<file path="src/verilog/legIsaPkg.sv">
package legIsaPkg;

  // datapath widths
  localparam int instrWidth = 32;
  localparam int dataWidth = 64;
  localparam int regIdxWidth = 5;

  // opcode field start bits
  localparam int opc11Lsb = 21;
  localparam int opc10Lsb = 22;

  // operand field positions
  localparam int rmLsb = 16;
  localparam int shamtLsb = 10;
  localparam int shamtWidth = 6;
  localparam int immLsb = 10;
  localparam int immWidth = 12;
  localparam int rnLsb = 5;
  localparam int rdLsb = 0;

  // reads as zero, writes dropped
  localparam logic [regIdxWidth-1:0] zeroReg = 5'd31;

  // pc always steps one word
  localparam logic [dataWidth-1:0] pcStep = 64'd4;

  // register forms and shifts, bits 31..21
  localparam logic [instrWidth-opc11Lsb-1:0] encAdd = 11'b10001011000;
  localparam logic [instrWidth-opc11Lsb-1:0] encAdds = 11'b10101011000;
  localparam logic [instrWidth-opc11Lsb-1:0] encSub = 11'b11001011000;
  localparam logic [instrWidth-opc11Lsb-1:0] encSubs = 11'b11101011000;
  localparam logic [instrWidth-opc11Lsb-1:0] encAnd = 11'b10001010000;
  localparam logic [instrWidth-opc11Lsb-1:0] encAnds = 11'b11101010000;
  localparam logic [instrWidth-opc11Lsb-1:0] encOrr = 11'b10101010000;
  localparam logic [instrWidth-opc11Lsb-1:0] encEor = 11'b11001010000;
  localparam logic [instrWidth-opc11Lsb-1:0] encLsl = 11'b11010011011;
  localparam logic [instrWidth-opc11Lsb-1:0] encLsr = 11'b11010011010;

  // immediate forms, bits 31..22
  localparam logic [instrWidth-opc10Lsb-1:0] encAddi = 10'b1001000100;
  localparam logic [instrWidth-opc10Lsb-1:0] encAddis = 10'b1011000100;
  localparam logic [instrWidth-opc10Lsb-1:0] encSubi = 10'b1101000100;
  localparam logic [instrWidth-opc10Lsb-1:0] encSubis = 10'b1111000100;
  localparam logic [instrWidth-opc10Lsb-1:0] encAndi = 10'b1001001000;
  localparam logic [instrWidth-opc10Lsb-1:0] encAndis = 10'b1111001000;
  localparam logic [instrWidth-opc10Lsb-1:0] encOrri = 10'b1011001000;
  localparam logic [instrWidth-opc10Lsb-1:0] encEori = 10'b1101001000;

endpackage

</file>
<file path="src/verilog/legCorePkg.sv">
package legCorePkg;

  // alu operation selected by decode
  typedef enum logic [2:0] {
    opAdd,
    opSub,
    opAnd,
    opOrr,
    opEor,
    opLsl,
    opLsr
  } aluOp;

  // one decoded instruction as it moves down the pipe
  typedef struct packed {
    aluOp op;
    logic setFlags;
    logic useImm;
    logic [legIsaPkg::regIdxWidth-1:0] rd;
    logic [legIsaPkg::regIdxWidth-1:0] rn;
    logic [legIsaPkg::regIdxWidth-1:0] rm;
    logic [legIsaPkg::immWidth-1:0] imm;
    logic [legIsaPkg::shamtWidth-1:0] shamt;
  } decodedInstr;

  // n is the msb when packed into four bits
  typedef struct packed {
    logic n;
    logic z;
    logic c;
    logic v;
  } flagSet;

  // queue sizing, depth kept a power of two
  localparam int queueDepth = 4;
  localparam int qPtrWidth = $clog2(queueDepth);
  localparam int qCountWidth = $clog2(queueDepth + 1);
  localparam logic [qCountWidth-1:0] queueFull = qCountWidth'(queueDepth);

endpackage

</file>
<file path="src/verilog/instrLink.sv">
`timescale 1ns/1ns

interface instrLink;

  // four-phase request and acknowledge
  logic req;
  logic ack;

  // held stable by the source while req is high
  legCorePkg::decodedInstr payload;

  // producer side
  modport source (
    output req,
    output payload,
    input ack
  );

  // consumer side
  modport sink (
    input req,
    input payload,
    output ack
  );

endinterface

</file>
<file path="src/verilog/fetchDecode.sv">
`timescale 1ns/1ns

module fetchDecode (
  input  logic                                 clk,
  input  logic                                 rstN,
  output logic [legIsaPkg::dataWidth-1:0]      iaddr,
  input  logic [legIsaPkg::instrWidth-1:0]     ibus,
  instrLink.source                             fetchLink
);

  typedef enum logic [1:0] {
    idle,
    request,
    waitAckLow
  } fetchState;

  fetchState state;
  legCorePkg::decodedInstr dec;
  legCorePkg::decodedInstr payloadReg;
  logic [legIsaPkg::instrWidth-legIsaPkg::opc11Lsb-1:0] opc11;
  logic [legIsaPkg::instrWidth-legIsaPkg::opc10Lsb-1:0] opc10;
  logic hit11;
  logic hit10;
  logic valid;

  assign opc11 = ibus[legIsaPkg::instrWidth-1:legIsaPkg::opc11Lsb];
  assign opc10 = ibus[legIsaPkg::instrWidth-1:legIsaPkg::opc10Lsb];

  // decode the word on ibus
  always_comb begin
    dec = '0;
    hit11 = 1'b1;
    hit10 = 1'b1;
    dec.rd = ibus[legIsaPkg::rdLsb +: legIsaPkg::regIdxWidth];
    dec.rn = ibus[legIsaPkg::rnLsb +: legIsaPkg::regIdxWidth];
    dec.rm = ibus[legIsaPkg::rmLsb +: legIsaPkg::regIdxWidth];
    dec.imm = ibus[legIsaPkg::immLsb +: legIsaPkg::immWidth];
    dec.shamt = ibus[legIsaPkg::shamtLsb +: legIsaPkg::shamtWidth];
    // register forms first
    case (opc11)
      legIsaPkg::encAdd, legIsaPkg::encAdds: dec.op = legCorePkg::opAdd;
      legIsaPkg::encSub, legIsaPkg::encSubs: dec.op = legCorePkg::opSub;
      legIsaPkg::encAnd, legIsaPkg::encAnds: dec.op = legCorePkg::opAnd;
      legIsaPkg::encOrr: dec.op = legCorePkg::opOrr;
      legIsaPkg::encEor: dec.op = legCorePkg::opEor;
      legIsaPkg::encLsl: dec.op = legCorePkg::opLsl;
      legIsaPkg::encLsr: dec.op = legCorePkg::opLsr;
      default: hit11 = 1'b0;
    endcase
    // then immediates
    if (!hit11) begin
      case (opc10)
        legIsaPkg::encAddi, legIsaPkg::encAddis: dec.op = legCorePkg::opAdd;
        legIsaPkg::encSubi, legIsaPkg::encSubis: dec.op = legCorePkg::opSub;
        legIsaPkg::encAndi, legIsaPkg::encAndis: dec.op = legCorePkg::opAnd;
        legIsaPkg::encOrri: dec.op = legCorePkg::opOrr;
        legIsaPkg::encEori: dec.op = legCorePkg::opEor;
        default: hit10 = 1'b0;
      endcase
    end
    dec.useImm = !hit11;
    if (hit11) begin
      dec.setFlags = opc11 inside {legIsaPkg::encAdds, legIsaPkg::encSubs, legIsaPkg::encAnds};
    end else begin
      dec.setFlags = opc10 inside {legIsaPkg::encAddis, legIsaPkg::encSubis,
                                   legIsaPkg::encAndis};
    end
    // nop and anything unknown falls out here
    valid = hit11 || hit10;
  end

  // pc and producer handshake
  always_ff @(posedge clk or negedge rstN) begin
    if (!rstN) begin
      state <= idle;
      iaddr <= '0;
    end else begin
      case (state)
        idle: begin
          // sample and step in the same edge
          iaddr <= iaddr + legIsaPkg::pcStep;
          if (valid) state <= request;
        end
        request: if (fetchLink.ack) state <= waitAckLow;
        waitAckLow: if (!fetchLink.ack) state <= idle;
        default: state <= idle;
      endcase
    end
  end

  // latch decoded word for the link
  always_ff @(posedge clk) begin
    if (state == idle && valid) payloadReg <= dec;
  end

  assign fetchLink.req = (state == request);
  assign fetchLink.payload = payloadReg;

endmodule

</file>
<file path="src/flat_wrapper.sv">
// flat-port wrapper written by rule: the top's interface ports become plain ports
module fetchDecode_flat 
  (clk, rstN, iaddr, ibus, fetchLink_req, fetchLink_payload, fetchLink_ack);
  instrLink fetchLink_i ();
  input  logic clk;
  input  logic rstN;
  output logic [legIsaPkg::dataWidth-1:0] iaddr;
  input  logic [legIsaPkg::instrWidth-1:0] ibus;
  output wire logic [$bits(fetchLink_i.req)-1:0] fetchLink_req;
  output wire logic [$bits(fetchLink_i.payload)-1:0] fetchLink_payload;
  input wire logic [$bits(fetchLink_i.ack)-1:0] fetchLink_ack;
  assign fetchLink_req = fetchLink_i.req;
  assign fetchLink_payload = fetchLink_i.payload;
  assign fetchLink_i.ack = fetchLink_ack;
  fetchDecode u_core (.clk(clk), .rstN(rstN), .iaddr(iaddr), .ibus(ibus), .fetchLink(fetchLink_i));
endmodule
</file>
<file path="config.mk">
export PLATFORM = sky130hd
export DESIGN_NAME = fetchDecode_flat
export DESIGN_NICKNAME = d
export VERILOG_FILES = /design/src/verilog/legIsaPkg.sv /design/src/verilog/legCorePkg.sv /design/src/verilog/instrLink.sv /design/src/verilog/fetchDecode.sv /design/src/flat_wrapper.sv
export SDC_FILE = /design/constraint.sdc
export NUM_CORES = 1
export LEC_CHECK = 0
export ABC_AREA = 1
export BUFFER_PORTS_ARGS = -buffer_cell sky130_fd_sc_hd__buf_2
export CELL_PAD_IN_SITES_DETAIL_PLACEMENT = 0
export CELL_PAD_IN_SITES_GLOBAL_PLACEMENT = 2
export CORE_UTILIZATION = 27
export DETAILED_ROUTE_END_ITERATION = 10
export PLACE_DENSITY_LB_ADDON = 0.1
export SLEW_MARGIN = 5
export SYNTH_ARGS = -nofsm -noshare
export SYNTH_HDL_FRONTEND = slang
export SYNTH_SLANG_ARGS = --single-unit
</file>
<file path="constraint.sdc">
create_clock -name clk -period 1.7 [get_ports clk]
set_clock_uncertainty 0.05 [all_clocks]
set_input_delay 0.17 -clock clk [delete_from_list [all_inputs] [get_ports clk]]
set_output_delay 0.17 -clock clk [all_outputs]
set_load 0.02 [all_outputs]
</file>
==> results.yml <==
placed_design:
  hpwlAfterDp_mm: 12.4
  port_buffers: 135
  placed_area_um2: 6700
  routabilityCongestion: 0.792
timing:
  finalHoldViolCount: 0
  min_period_ns: 1.66
  fin_crit_sh_pct: 97.8
  rsz0062_at_grt: "yes"
  setup_viol: 0
  fin_tns_setup_ns: 0
  timing.fmax_mhz: 601
  slew_violations: 0
route:
  routed_wl_mm: 15.4
  drc: 0
  drt_iter0_markers: 200
  vias_per_cell: 4.37
  dr.pass1.iters: 5
  num_vias: 4894
  avgRoutedWirePerCell_um: 13.8
  ant_nets: 0
setup_path:
  critPathLaunchType: "flip-flop"
  path_class: "flip-flop to flip-flop"
  required_ns: 1.89
  cp_max_fo: 6
  max_stage_delay_ns: 0.41
  crit_path_top_delay_cell: "dfrtp_1"
  path_cells: "nand2_1 -> buf_4 -> nor2_1 -> nand2_1 -> nor2_2 -> buf_6 -> nand3_4 -> inv_2 -> nand2_1 -> nand2_1 -> nand2_1"
  crit_top_cell: "nand2_1"
  arrival_ns: 1.86
  worstReg2RegEnd: "u_core.iaddr[51]"
  reg2reg_from: "u_core.iaddr[33]"
  reg2reg_slack_ns: 0.04
  r2r_cells: 11
  endpoint_kind: "flip-flop"
grt:
  antenna_found_initial: 0
  globalRouteOverflowTotal: 0
  gr-usage-all-layers_pct: 16.4
  grt_pass1_vias: 4828
  grt_max_degree: 28
  grt_pass1_wl_mm: 24.9
hold_path:
  min_path_type: "input pin to flip-flop"
  min_path_cells: 2
  worst_hold_path.endpoint: "u_core.fetchLink.payload[17]"
  hp-start: "ibus[21]"
cells_and_area:
  final_area_um2: 7510
  fill_cells: 1964
  drive_above_1_share_pct: 39.5
  multiInputGateArea_um2: 2540
  nets: 916
  syn2layout_area_growth_pct: 46.7
  seqCellArea_um2: 2420
  diodes: 0
floorplan:
  fp.dieArea_um2: 19500
  num_rows: 50
  core_area_um2: 18600
  die_w_um: 140
  start_util_pct: 27.5
  num_io_pins: 138
  die_h_um: 140
synth:
  syn_avg_cell_area_um2: 8.25
  seq_area_frac_synth_pct: 47.1
  synth_area_um2: 5120
  yosys_warnings: 0
  yosys.cell_types.count: 35
  yosys_register_bits: 91
  syn-instance-count: 621
job:
  maxCapViolCount: 0
power_and_ir_drop:
  ir_drop_mv: 0.440
  power_leakage_nw: 3.67
  power_per_cell_area_nw_per_um2: 743
clocking:
  cts_buffers: 9
  clk_pin_slew_ns: 0.07
  cts-root-buf: "clkbuf_16"
  cts_tree: "yes"
  htree_levels: 3
  clock_latency_ns: 0.34
  cts.sinks: 91
  cts_max_path_buffers: 2
status:
  status: "finished clean"
-- critical path: cells and delay by family, from the launching register on --
family	cells	cell delay, ns
and+or+nand+nor	8	0.73
DFF	1	0.41
buffers and inverters	3	0.38
-- stage by stage --
stage | total power, W | util [%] | hold slack (ns) | setup WS [ns] | std cells
after global placement | 0.00344 | 35.9 | 0.0566 | -0.159 | 1068
after detailed placement | 0.00346 | 35.9 | 0.0643 | -0.137 | 1068
final | 0.00558 | 40.3 | 0.0765 | 0.0371 | 1119
after global routing | 0.00585 | 40.3 | 0.0717 | -0.0850 | 1119
after floorplan | 0.00296 | - | -0.176 | 0.00202 | 622
after CTS | 0.00557 | 38.9 | 0.0643 | -0.00386 | 1108
-- final cells by class --
| type | instances | share of cell area [%] |
|---|---|---|
| clock inverters | 7 | 0.916 |
| repair buffers | 260 | 22.7 |
| well taps | 234 | 3.90 |
| inverters | 68 | 3.45 |
| multi-input cells | 450 | 33.8 |
| flip-flops and latches | 91 | 32.2 |
| clock buffers | 9 | 3.00 |
-- cells by family after synthesis --
logic type	synth area share, %
AOI/OAI and AO/OA	1.51
xor gates and xnor gates	7.50
adders and majority gates	0.244
buffers and inverters	7.04
DFF	47.1
other	0.0732
and+or+nand+nor	36.5
-- power by group --
group | leakage (nW) | internal [W] | switching, W | total (W)
registers | 1.13 | 0.00236 | 0.000124 | 0.00248
logic | 2.41 | 0.000501 | 0.000576 | 0.00108
clock network | 0.135 | 0.00113 | 0.000889 | 0.00202
-- timing repair --
item / in CTS / in global routing
pin swaps: 2 / 16
buffers inserted: 1 / 10
hold endpoints to repair: 34 / 0
gates cloned: 0 / 1
gates resized for setup: 5 / 55
endpoints found under the setup margin: 6 / 31
hold buffers: 23 / 0
-- worst max-delay path by stage --
stage	startpoint	to	cells past startpoint
finish	u_core.iaddr[33]	u_core.iaddr[51]	11
global route	u_core.iaddr[23]	u_core.iaddr[57]	10
global placement	ibus[26]	u_core.fetchLink.payload[15]	11
floorplan	ibus[22]	u_core.fetchLink.payload[0]	9
detailed placement	ibus[26]	u_core.fetchLink.payload[4]	11
CTS	u_core.state[0]	u_core.iaddr[33]	7
-- layer usage --
metal	GRT usage (%)	part of all wire, %	wire length (um)
met4	5.84	1.8	285
met2	28.1	49	7550
met1	21.1	46	7150
met3	2.27	2.9	451
met5	0	0	0
-- flip-flops by register name, summed over array words and instances (netlist names) --
signal,count
u_core.iaddr,62
u_core.fetchLink.payload,27
u_core.state,2
-- synthesized netlist by cell type (all sizes together) --
| master | count | area (um2) |
|---|---|---|
| and2 | 1 | 6.26 |
| o211ai | 1 | 7.51 |
| ha | 1 | 12.5 |
| o21bai | 1 | 7.51 |
| nand2 | 181 | 722 |
| nand3 | 48 | 298 |
| nand4 | 21 | 131 |
| inv | 68 | 255 |
| o211a | 1 | 10.0 |
| xnor2 | 24 | 218 |
| nor4 | 1 | 6.26 |
| nor2 | 120 | 596 |
| o21ai | 8 | 40.0 |
| nor3b | 1 | 7.51 |
| xor2 | 19 | 166 |
| nor3 | 11 | 60.1 |
| buf | 14 | 105 |
| a21oi | 1 | 5.00 |
| and3 | 1 | 6.26 |
| nand3b | 5 | 37.5 |
| conb | 1 | 3.75 |
| edfxtp | 27 | 811 |
| dfrtp | 64 | 1600 |
| a21o | 1 | 7.51 |
-- cells in the final DEF, fill, tap and decap left out, types with 5 or more instances in the layout --
cell type,instances
inv_2,6
inv_1,61
dfrtp_2,7
buf_2,135
nor2_2,25
buf_4,98
xor2_1,19
o21ai_0,5
xnor2_1,23
nand3b_1,5
nand3_1,39
nor2_1,74
nor2_4,20
nor3_1,8
nand2_1,159
dlygate4sd3_1,23
clkbuf_16,9
nand4_1,21
edfxtp_1,27
nand2_2,19
dfrtp_1,57
nand3_4,6
No activity file was read; power rests on OpenSTA's default activity.
