$ cat src/verilog/legIsaPkg.sv
package legIsaPkg;

  // datapath widths
  localparam int instrWidth = 32;
  localparam int dataWidth = 64;
  localparam int regIdxWidth = 5;

  // opcode field start bits
  localparam int opc11Lsb = 21;
  localparam int opc10Lsb = 22;

  // operand field positions
  localparam int rmLsb = 16;
  localparam int shamtLsb = 10;
  localparam int shamtWidth = 6;
  localparam int immLsb = 10;
  localparam int immWidth = 12;
  localparam int rnLsb = 5;
  localparam int rdLsb = 0;

  // reads as zero, writes dropped
  localparam logic [regIdxWidth-1:0] zeroReg = 5'd31;

  // pc always steps one word
  localparam logic [dataWidth-1:0] pcStep = 64'd4;

  // register forms and shifts, bits 31..21
  localparam logic [instrWidth-opc11Lsb-1:0] encAdd = 11'b10001011000;
  localparam logic [instrWidth-opc11Lsb-1:0] encAdds = 11'b10101011000;
  localparam logic [instrWidth-opc11Lsb-1:0] encSub = 11'b11001011000;
  localparam logic [instrWidth-opc11Lsb-1:0] encSubs = 11'b11101011000;
  localparam logic [instrWidth-opc11Lsb-1:0] encAnd = 11'b10001010000;
  localparam logic [instrWidth-opc11Lsb-1:0] encAnds = 11'b11101010000;
  localparam logic [instrWidth-opc11Lsb-1:0] encOrr = 11'b10101010000;
  localparam logic [instrWidth-opc11Lsb-1:0] encEor = 11'b11001010000;
  localparam logic [instrWidth-opc11Lsb-1:0] encLsl = 11'b11010011011;
  localparam logic [instrWidth-opc11Lsb-1:0] encLsr = 11'b11010011010;

  // immediate forms, bits 31..22
  localparam logic [instrWidth-opc10Lsb-1:0] encAddi = 10'b1001000100;
  localparam logic [instrWidth-opc10Lsb-1:0] encAddis = 10'b1011000100;
  localparam logic [instrWidth-opc10Lsb-1:0] encSubi = 10'b1101000100;
  localparam logic [instrWidth-opc10Lsb-1:0] encSubis = 10'b1111000100;
  localparam logic [instrWidth-opc10Lsb-1:0] encAndi = 10'b1001001000;
  localparam logic [instrWidth-opc10Lsb-1:0] encAndis = 10'b1111001000;
  localparam logic [instrWidth-opc10Lsb-1:0] encOrri = 10'b1011001000;
  localparam logic [instrWidth-opc10Lsb-1:0] encEori = 10'b1101001000;

endpackage

$ cat src/verilog/legCorePkg.sv
package legCorePkg;

  // alu operation selected by decode
  typedef enum logic [2:0] {
    opAdd,
    opSub,
    opAnd,
    opOrr,
    opEor,
    opLsl,
    opLsr
  } aluOp;

  // one decoded instruction as it moves down the pipe
  typedef struct packed {
    aluOp op;
    logic setFlags;
    logic useImm;
    logic [legIsaPkg::regIdxWidth-1:0] rd;
    logic [legIsaPkg::regIdxWidth-1:0] rn;
    logic [legIsaPkg::regIdxWidth-1:0] rm;
    logic [legIsaPkg::immWidth-1:0] imm;
    logic [legIsaPkg::shamtWidth-1:0] shamt;
  } decodedInstr;

  // n is the msb when packed into four bits
  typedef struct packed {
    logic n;
    logic z;
    logic c;
    logic v;
  } flagSet;

  // queue sizing, depth kept a power of two
  localparam int queueDepth = 4;
  localparam int qPtrWidth = $clog2(queueDepth);
  localparam int qCountWidth = $clog2(queueDepth + 1);
  localparam logic [qCountWidth-1:0] queueFull = qCountWidth'(queueDepth);

endpackage

$ cat src/verilog/instrLink.sv
`timescale 1ns/1ns

interface instrLink;

  // four-phase request and acknowledge
  logic req;
  logic ack;

  // held stable by the source while req is high
  legCorePkg::decodedInstr payload;

  // producer side
  modport source (
    output req,
    output payload,
    input ack
  );

  // consumer side
  modport sink (
    input req,
    input payload,
    output ack
  );

endinterface

$ cat src/verilog/instrQueue.sv
`timescale 1ns/1ns

module instrQueue (
  input  logic       clk,
  input  logic       rstN,
  instrLink.sink     fetchLink,
  instrLink.source   issueLink
);

  typedef enum logic {
    sinkIdle,
    sinkAck
  } sinkState;

  typedef enum logic [1:0] {
    srcIdle,
    srcReq,
    srcWaitAckLow
  } srcState;

  sinkState inState;
  srcState outState;
  legCorePkg::decodedInstr mem [legCorePkg::queueDepth];
  logic [legCorePkg::qPtrWidth-1:0] wrPtr;
  logic [legCorePkg::qPtrWidth-1:0] rdPtr;
  logic [legCorePkg::qCountWidth-1:0] count;
  logic push;
  logic pop;

  // take a word only with room left
  assign push = (inState == sinkIdle) && fetchLink.req && (count != legCorePkg::queueFull);
  // entry leaves once the consumer acks
  assign pop = (outState == srcReq) && issueLink.ack;

  // entry storage
  always_ff @(posedge clk) begin
    if (push) mem[wrPtr] <= fetchLink.payload;
  end

  // pointers wrap on their own
  always_ff @(posedge clk or negedge rstN) begin
    if (!rstN) begin
      wrPtr <= '0;
      rdPtr <= '0;
      count <= '0;
    end else begin
      if (push) wrPtr <= wrPtr + 1'b1;
      if (pop) rdPtr <= rdPtr + 1'b1;
      if (push && !pop) count <= count + 1'b1;
      else if (pop && !push) count <= count - 1'b1;
    end
  end

  // sink side
  always_ff @(posedge clk or negedge rstN) begin
    if (!rstN) begin
      inState <= sinkIdle;
    end else begin
      case (inState)
        sinkIdle: if (push) inState <= sinkAck;
        sinkAck: if (!fetchLink.req) inState <= sinkIdle;
        default: inState <= sinkIdle;
      endcase
    end
  end

  // source side, runs alongside the sink
  always_ff @(posedge clk or negedge rstN) begin
    if (!rstN) begin
      outState <= srcIdle;
    end else begin
      case (outState)
        srcIdle: if (count != '0) outState <= srcReq;
        srcReq: if (issueLink.ack) outState <= srcWaitAckLow;
        srcWaitAckLow: if (!issueLink.ack) outState <= srcIdle;
        default: outState <= srcIdle;
      endcase
    end
  end

  assign fetchLink.ack = (inState == sinkAck);
  assign issueLink.req = (outState == srcReq);
  // oldest entry, steady while req is up
  assign issueLink.payload = mem[rdPtr];

endmodule

$ cat src/flat_wrapper.sv
// flat-port wrapper written by rule: the top's interface ports become plain ports
module instrQueue_flat 
  (clk, rstN, fetchLink_req, fetchLink_payload, fetchLink_ack, issueLink_req, issueLink_payload, issueLink_ack);
  instrLink fetchLink_i ();
  instrLink issueLink_i ();
  input  logic clk;
  input  logic rstN;
  input wire logic [$bits(fetchLink_i.req)-1:0] fetchLink_req;
  input wire logic [$bits(fetchLink_i.payload)-1:0] fetchLink_payload;
  output wire logic [$bits(fetchLink_i.ack)-1:0] fetchLink_ack;
  output wire logic [$bits(issueLink_i.req)-1:0] issueLink_req;
  output wire logic [$bits(issueLink_i.payload)-1:0] issueLink_payload;
  input wire logic [$bits(issueLink_i.ack)-1:0] issueLink_ack;
  assign fetchLink_i.req = fetchLink_req;
  assign fetchLink_i.payload = fetchLink_payload;
  assign fetchLink_ack = fetchLink_i.ack;
  assign issueLink_req = issueLink_i.req;
  assign issueLink_payload = issueLink_i.payload;
  assign issueLink_i.ack = issueLink_ack;
  instrQueue u_core (.clk(clk), .rstN(rstN), .fetchLink(fetchLink_i), .issueLink(issueLink_i));
endmodule
$ cat config.mk
export PLATFORM = sky130hd
export DESIGN_NAME = instrQueue_flat
export DESIGN_NICKNAME = d
export VERILOG_FILES = /design/src/verilog/legIsaPkg.sv /design/src/verilog/legCorePkg.sv /design/src/verilog/instrLink.sv /design/src/verilog/instrQueue.sv /design/src/flat_wrapper.sv
export SDC_FILE = /design/constraint.sdc
export NUM_CORES = 1
export LEC_CHECK = 0
export BUFFER_PORTS_ARGS = -buffer_cell sky130_fd_sc_hd__clkbuf_2
export CAP_MARGIN = 20
export CORE_ASPECT_RATIO = 1.2
export CORE_UTILIZATION = 49
export CTS_CLUSTER_DIAMETER = 60
export DETAILED_ROUTE_END_ITERATION = 6
export PLACE_DENSITY = 0.7
export REMOVE_ABC_BUFFERS = 1
export SLEW_MARGIN = 20
export SYNTH_ARGS = -nofsm -noshare
export SYNTH_HDL_FRONTEND = slang
export SYNTH_SLANG_ARGS = --single-unit
$ cat constraint.sdc
create_clock -name clk -period 2.9 [get_ports clk]
set_clock_uncertainty 0.05 [all_clocks]
set_input_delay 0 -clock clk [delete_from_list [all_inputs] [get_ports clk]]
set_output_delay 0 -clock clk [all_outputs]
set_load 0.02 [all_outputs]
==> results of run 1 <==
-- sequential cells by signal (all words and copies together) (netlist names) --
name	count
u_core.mem	152
u_core.count	3
u_core.fetchLink.ack	1
u_core.rdPtr	2
u_core.outState	2
u_core.wrPtr	2
-- stage by stage --
step                setup slack (ps)   util  power, uW  hold slack, ps  std cells
CTS                              573  0.640       7750             269        561
floorplan                        484      -       4550            -346        234
global placement                 903  0.552       5240            -175        487
detailed placement               809  0.552       5290            -171        487
finish                           640  0.640       7650             288        561
global route                     485  0.640       7990             285        561
-- synth_stat cells, drive strengths merged --
library cell / number
and2b: 1
nand3: 1
edfxtp: 152
and2: 4
mux4: 38
xor2: 2
fa: 1
mux2: 2
a21oi: 1
dfrtp: 10
xnor2: 4
nand2: 2
buf: 9
ha: 5
inv: 3
o21a: 2
nand2b: 1
nor2b: 1
nor2: 3
a221oi: 1
-- power by group --
| group | internal [uW] | leakage, uW | switching, uW |
|---|---|---|---|
| clock network | 1570 | 0.000308 | 842 |
| registers | 2910 | 0.00150 | 227 |
| logic | 959 | 0.000940 | 1140 |
-- layout by cell type, fill, tap and decap left out, drive strengths merged --
| cell type | synthesis | routed |
|---|---|---|
| edfxtp | 152 | 152 |
| clkbuf | 0 | 104 |
| dlygate4sd3 | 0 | 42 |
| mux4 | 38 | 38 |
| buf | 9 | 11 |
| dfrtp | 10 | 10 |
| ha | 5 | 5 |
| bufinv | 0 | 5 |
| and2 | 4 | 4 |
| xnor2 | 4 | 4 |
| inv | 3 | 3 |
| nor2 | 3 | 3 |
| nand2 | 2 | 2 |
| o21a | 2 | 2 |
| mux2 | 2 | 2 |
| xor2 | 2 | 2 |
| clkinvlp | 0 | 2 |
| clkinv | 0 | 2 |
| nand2b | 1 | 1 |
| a21oi | 1 | 1 |
| and2b | 1 | 1 |
| a221oi | 1 | 1 |
| nand3 | 1 | 1 |
| nor2b | 1 | 1 |
| fa | 1 | 1 |
-- cell type report --
cell class	instances	area, sq um	area share
repair buffers	134	921	0.119
clock inverters	9	179	0.0232
inverters	3	11.3	0.00146
flip-flops and latches	162	4820	0.624
multi-input cells	69	1120	0.145
clock buffers	23	468	0.0606
well taps	161	201	0.0261
-- critical path: stages (launching register included) --
cell and delay, ps:
dfrtp_2 720, buf_4 330, mux4_2 560, clkbuf_2 180
-- cells by family after synthesis --
kind of cell / Yosys count
adder cells (fa/ha/maj): 6
flip-flops: 162
XOR/XNOR: 6
multiplexers: 40
AO/OA/AOI/OAI: 4
AND/OR/NAND/NOR: 13
buffers and inverters: 12
-- repair_timing --
item,in CTS,in global routing
resized for setup,0,0
hold buffers,42,0
endpoints found under the hold margin,168,0
-- worst paths after layout --
check	from	cells after the start	end
worst max-delay path	u_core.rdPtr[0]$_DFFE_PN0P_	3	issueLink_payload[10]
worst min-delay path	fetchLink_payload[11]	2	u_core.mem[1][11]$_DFFE_PP_
worst max register to register	u_core.count[0]$_DFFE_PN0P_	4	u_core.mem[2][26]$_DFFE_PP_
worst min register to register	u_core.outState[1]$_DFFE_PN0P_	1	u_core.outState[0]$_DFFE_PN0P_
max in group asynchronous	rstN	3	u_core.rdPtr[0]$_DFFE_PN0P_
min in group asynchronous	rstN	3	u_core.count[1]$_DFFE_PN0P_
-- per-layer routing --
layer,part of all wire,track usage,wire length [um],up-vias
met5,0,0,0,-
li1,-,-,-,1306
met4,0.017,0.0827,188,0
met2,0.55,0.325,5990,62
met3,0.033,0.0522,353,15
met1,0.40,0.210,4310,1492
==> reports/metrics.yaml, run 1 <==
route:
  drc_errors: 0
  drt_wl_total_mm: 10.8
  routed-via-count: 2875
  viasPerCell: 5.12
  dr.pass1.iters: 4
  wl_per_cell_um: 19.3
  first_iter_violations: 135
  drtAntennaViolNets: 0
synth:
  syn_inst: 243
  yosysTopAreaCellShare: 0.754
  synth_top_cells_by_area: "edfxtp_1 75%, mux4_2 14%, dfrtp_1 4.1%"
  synth_top_family_by_area: "multiplexers"
  synthSimpleGateAreaFrac: 0.0114
  synth.distinct_cells: 23
  synthAdderAreaFrac: 0.0136
  synth_area_sq_um: 6050
  synth-seq-area-share: 0.795
  synth_compound_area_frac: 0.00537
  yosys.area.top_type: "edfxtp_1"
  synth_mux_area_frac: 0.145
  yosys_warnings: 0
  synth.avg_cell_area_sq_um: 24.9
  ys_ff_latch: 162
  synth_xor_area_frac: 0.00868
placement:
  gp_congestion: 0.658
  dpl_cell_area_sq_um: 6650
  port_buffers: 81
  hpwlAfterDp_mm: 6.81
critical_path:
  worstPathRequired_ps: 2850
  crit_type: "reg2out"
  r2r_slack_ps: 840
  worstPathArrival_ps: 2210
  path_max_fanout: 15
  start_kind: "flop"
  end_kind: "primary output"
sta:
  finalCriticalPeriod_ps: 2260
  slew_violations: 0
  finalCritPeriodShare: 0.779
  fmax_mhz: 442
  tightest_slew_ps: 587
  finalHoldViolations: 0
  relSlewSlack: 0.608
  setup_tns_ps: 0
  setup_viol: 0
  rsz0062_at_grt: "false"
finish:
  nNetsFinal: 435
  area_delta_synth_final_pct: 27.5
  fillerInstances: 815
  diodes: 0
  drive_above_1_share: 0.418
  design_area_sq_um: 7720
floorplan:
  die_h_um: 124
  start_util: 0.502
  die_w_um: 103
  ioPinCount: 82
  fp-row-count: 44
  die_area_sq_um: 12800
  core_sq_um: 12100
grt:
  grt.total_usage: 0.185
  grt_pass1_wl_mm: 16.1
  gr-total-overflow: 0
  antenna_found_initial: 0
  grt_pass1_vias: 3123
  grt_max_degree: 39
clock_network:
  clk_latency_ps: 420
  cts_made_buffers: 17
  postCtsSetupRepairBufs: 0
  root_buffer: "clkbuf_16"
  cts_tree: "done"
  clk_pin_slew_ps: 60
  cts_sinks: 162
  cts-htree-levels: 4
  cts_buffer_depth: 2
pwr:
  ir_drop_uv: 694
  p_leak_uw: 0.00274
  power_density_nw_per_um2: 992
run_status:
  status: "finished, final reports clean"
hold_path:
  hold_path_class: "in2reg"
run:
  maxCapViolCount: 0
Power figures use the tool's default switching activity.
==> inputs of run 2 (changes only) <==
- clock period: 2.9 -> 2.1 ns (I/O delays scaled with it)
==> reports/metrics.yaml, run 2 (same netlist as run 1, synthesis figures left out) <==
grt:
  grt_pass1_wl_mm: 15.6
  met3_usage: 0.0522
  grt_max_degree: 30
  grt_pass1_vias: 3047
  antenna_found_initial: 0
  grt.total_usage: 0.175
  grt_use_met1: 0.218
  top_usage_layer: "met2"
  gr-total-overflow: 0
  gr-usage-met2: 0.285
sta:
  fmax_mhz: 498
  rsz0062_at_grt: "false"
  finalHoldViolations: 0
  hold_slack_ps: 294
  finalCriticalPeriod_ps: 2010
  tightest_slew_ps: 477
  slew_violations: 0
  finalCritPeriodShare: 0.956
  setup_viol: 0
  setup_tns_ps: 0
  relSlewSlack: 0.681
finish:
  area_delta_synth_final_pct: 27.5
  regMostFlops: "u_core.mem"
  diodes: 0
  largest_reg_flops: 152
  design_area_sq_um: 7720
  final_cell_mix: "152 x edfxtp_1, 81 x clkbuf_2, 42 x dlygate4sd3_1, 38 x mux4_2, 17 x clkbuf_16"
  mostFrequentLayoutCell: "edfxtp_1"
  nNetsFinal: 436
  reg_top3: "u_core.mem (152), u_core.count (3)"
  drive_above_1_share: 0.424
pwr:
  p_leak_uw: 0.00275
  ir_drop_uv: 907
  power_density_nw_per_um2: 1350
placement:
  gp_congestion: 0.663
  port_buffers: 81
  hpwlAfterDp_mm: 5.92
  dpl_cell_area_sq_um: 6680
route:
  dr.pass1.iters: 4
  wl_per_cell_um: 17.9
  drt_wl_total_mm: 10.0
  first_iter_violations: 76
  drtAntennaViolNets: 0
  viasPerCell: 5.12
  routed-via-count: 2878
  drc_errors: 0
floorplan:
  die_h_um: 124
  start_util: 0.502
  core_sq_um: 12100
  fp-row-count: 44
  ioPinCount: 82
  die_area_sq_um: 12800
  die_w_um: 103
hold_path:
  hold_path_class: "in2reg"
critical_path:
  worstPathRequired_ps: 2050
  path_max_fanout: 19
  crit_type: "reg2out"
  worstPathArrival_ps: 1960
  end_kind: "primary output"
  start_kind: "flop"
run:
  maxCapViolCount: 0
clock_network:
  cts-htree-levels: 4
  cts_buffer_depth: 2
  cts_tree: "done"
  clk_latency_ps: 410
  cts_sinks: 162
  root_buffer: "clkbuf_16"
  clk_pin_slew_ps: 60
  cts_made_buffers: 17
run_status:
  status: "finished, final reports clean"
[run 2: power by group]
part,switching [uW],total [uW],internal [uW]
combinational,1620,2990,1370
sequential,249,4270,4020
clock,1170,3150,1980
[run 2: worst paths after layout]
| path | slack [ps] | start | end | depth (start not counted) |
|---|---|---|---|---|
| min in group asynchronous | 560 | rstN | u_core.outState[1]$_DFFE_PN0P_ | 3 |
| worst max register to register | 200 | u_core.count[0]$_DFFE_PN0P_ | u_core.count[1]$_DFFE_PN0P_ | 6 |
| max in group asynchronous | 1080 | rstN | u_core.rdPtr[0]$_DFFE_PN0P_ | 3 |
| worst max-delay path | 90 | u_core.rdPtr[0]$_DFFE_PN0P_ | issueLink_payload[10] | 3 |
| worst min-delay path | 290 | fetchLink_payload[9] | u_core.mem[3][9]$_DFFE_PP_ | 2 |
| worst min register to register | 410 | u_core.outState[1]$_DFFE_PN0P_ | u_core.outState[0]$_DFFE_PN0P_ | 1 |
[run 2: worst max-delay path, stage by stage (launching register included)]
cell and delay, ps:
dfrtp_4 560, buf_12 240, mux4_2 570, clkbuf_2 180
[run 2: final cells by class]
cell class	instances	area, sq um
clock buffer	17	425
clock inverter	15	189
fill	844	4340
inverter	3	11.3
multi-input combinational	69	1120
sequential	162	4820
tap	161	201
timing repair buffer	135	953
[run 2: what timing repair did]
action                                  CTS  global route
setup buffers                             0             0
hold buffers                             42             0
endpoints found under the hold margin   167             0
gates resized for setup                   1             0
endpoints found under the setup margin    1             0
[run 2: metal layers]
| layer | wire length [um] | up-vias |
|---|---|---|
| met1 | 4260 | 1483 |
| met3 | 394 | 16 |
| li1 | - | 1309 |
| met2 | 5230 | 70 |
| met4 | 158 | 0 |
| met5 | 0 | - |
[run 2: metrics by stage]
step / power, uW / utilization / worst slack, ps / cells
floorplan: 6290 / - / -316 / 234
global placement: 7300 / 0.554 / 283 / 488
detailed placement: 7330 / 0.554 / 187 / 488
CTS: 10600 / 0.640 / 41.0 / 562
global route: 10900 / 0.640 / 7.83 / 562
finish: 10400 / 0.640 / 92.0 / 562
==> inputs of run 3 (changes only) <==
- REMOVE_ABC_BUFFERS: 1 -> unset
==> reports/metrics.yaml, run 3 (same netlist as run 1, synthesis figures left out) <==
finish:
  drive_above_1_share: 0.429
  fillerInstances: 811
  regMostFlops: "u_core.mem"
  reg_top3: "u_core.mem (152), u_core.count (3)"
  diodes: 0
  mostFrequentLayoutCell: "edfxtp_1"
  nNetsFinal: 438
  largest_reg_flops: 152
  final_cell_mix: "152 x edfxtp_1, 81 x clkbuf_2, 42 x dlygate4sd3_1, 38 x mux4_2, 17 x clkbuf_16"
  area_delta_synth_final_pct: 27.6
sta:
  setup_viol: 0
  finalWorstSetupSlack_ps: 131
  setup_tns_ps: 0
  slew_violations: 0
  fmax_mhz: 508
  relSlewSlack: 0.693
  rsz0062_at_grt: "false"
  finalCritPeriodShare: 0.937
  tightest_slew_ps: 459
  finalCriticalPeriod_ps: 1970
  finalHoldViolations: 0
clock_network:
  clk_latency_ps: 420
  root_buffer: "clkbuf_16"
  cts_made_buffers: 17
  cts_sinks: 162
  cts-htree-levels: 4
  clk_pin_slew_ps: 60
  cts_buffer_depth: 2
  cts_tree: "done"
grt:
  gr-total-overflow: 0
  grt.total_usage: 0.180
  grt_pass1_vias: 3011
  grt_pass1_wl_mm: 15.9
  grt_max_degree: 21
  antenna_found_initial: 0
critical_path:
  cp_cell_sequence: "buf_12, mux4_2, clkbuf_2"
  path_max_fanout: 17
  r2r_slack_ps: 170
  crit_buf_inv: 2
  start_kind: "flop"
  crit_type: "reg2out"
  cp_top_family: "flip-flops"
  worstPathArrival_ps: 1920
  worst_path_max_delay_cell: "dfrtp_4"
  max_stage_delay_ps: 540
  end_kind: "primary output"
  worstPathRequired_ps: 2050
route:
  viasPerCell: 5.12
  drtAntennaViolNets: 0
  routed-via-count: 2890
  drt_wl_total_mm: 10.5
  wl_per_cell_um: 18.5
  drc_errors: 0
  first_iter_violations: 159
  dr.pass1.iters: 4
floorplan:
  die_w_um: 103
  die_h_um: 124
  start_util: 0.502
  die_area_sq_um: 12800
  ioPinCount: 82
  fp-row-count: 44
  core_sq_um: 12100
pwr:
  power_density_nw_per_um2: 1330
  p_leak_uw: 0.00273
  ir_drop_uv: 714
placement:
  gp_congestion: 0.766
  hpwlAfterDp_mm: 6.17
  place_ws_ps: 54.0
  port_buffers: 81
hold_path:
  hold_path_class: "in2reg"
synth:
  syn_nets: 291
run_status:
  status: "finished, final reports clean"
run:
  maxCapViolCount: 0
[run 3: timing repair]
item,in CTS,in global routing
endpoints found under the setup margin,0,3
hold buffers,42,0
endpoints found under the hold margin,168,0
resized for setup,0,2
buffers inserted,0,1
[run 3: per-layer routing]
metal / vias up / wire length (um) / global-route usage
li1: 1315 / - / -
met1: 1461 / 4180 / 0.227
met2: 89 / 5590 / 0.293
met3: 25 / 474 / 0.0466
met4: 0 / 209 / 0.0854
met5: - / 0 / 0
[run 3: path summary, 6_finish.rpt]
path	start	to	depth (start not counted)
hold reg to reg	u_core.outState[1]$_DFFE_PN0P_	u_core.outState[0]$_DFFE_PN0P_	1
setup / recovery	u_core.rdPtr[0]$_DFFE_PN0P_	issueLink_payload[32]	3
max in group asynchronous	rstN	u_core.rdPtr[0]$_DFFE_PN0P_	3
min in group asynchronous	rstN	u_core.outState[1]$_DFFE_PN0P_	3
setup reg to reg	u_core.outState[0]$_DFFE_PN0P_	u_core.count[2]$_DFFE_PN0P_	8
hold / removal	fetchLink_payload[10]	u_core.mem[2][10]$_DFFE_PP_	2
[run 3: power breakdown]
group	switching, uW	total [uW]	leakage (uW)	internal (uW)
Sequential	204	4230	0.00150	4020
Clock	1220	2970	0.000266	1760
Combinational	1690	3070	0.000968	1380
[run 3: layout make-up]
type / instances / area, sq um / area share
flip-flops and latches: 162 / 4820 / 0.624
multi-input cells: 69 / 1130 / 0.146
repair buffers: 137 / 981 / 0.127
clock buffers: 17 / 425 / 0.0551
well taps: 161 / 201 / 0.0261
clock inverters: 15 / 158 / 0.0204
inverters: 3 / 11.3 / 0.00146
[run 3: through the flow]
stage / instance area, sq um / cells / total power (uW) / hold slack (ps) / utilization
after CTS: 7710 / 563 / 10400 / 275 / 0.639
after global placement: 6700 / 489 / 7270 / -181 / 0.556
after global routing: 7720 / 564 / 10700 / 291 / 0.641
after floorplan: 6060 / 243 / 6510 / -346 / -
after detailed placement: 6700 / 489 / 7330 / -168 / 0.556
final: 7720 / 564 / 10300 / 289 / 0.641
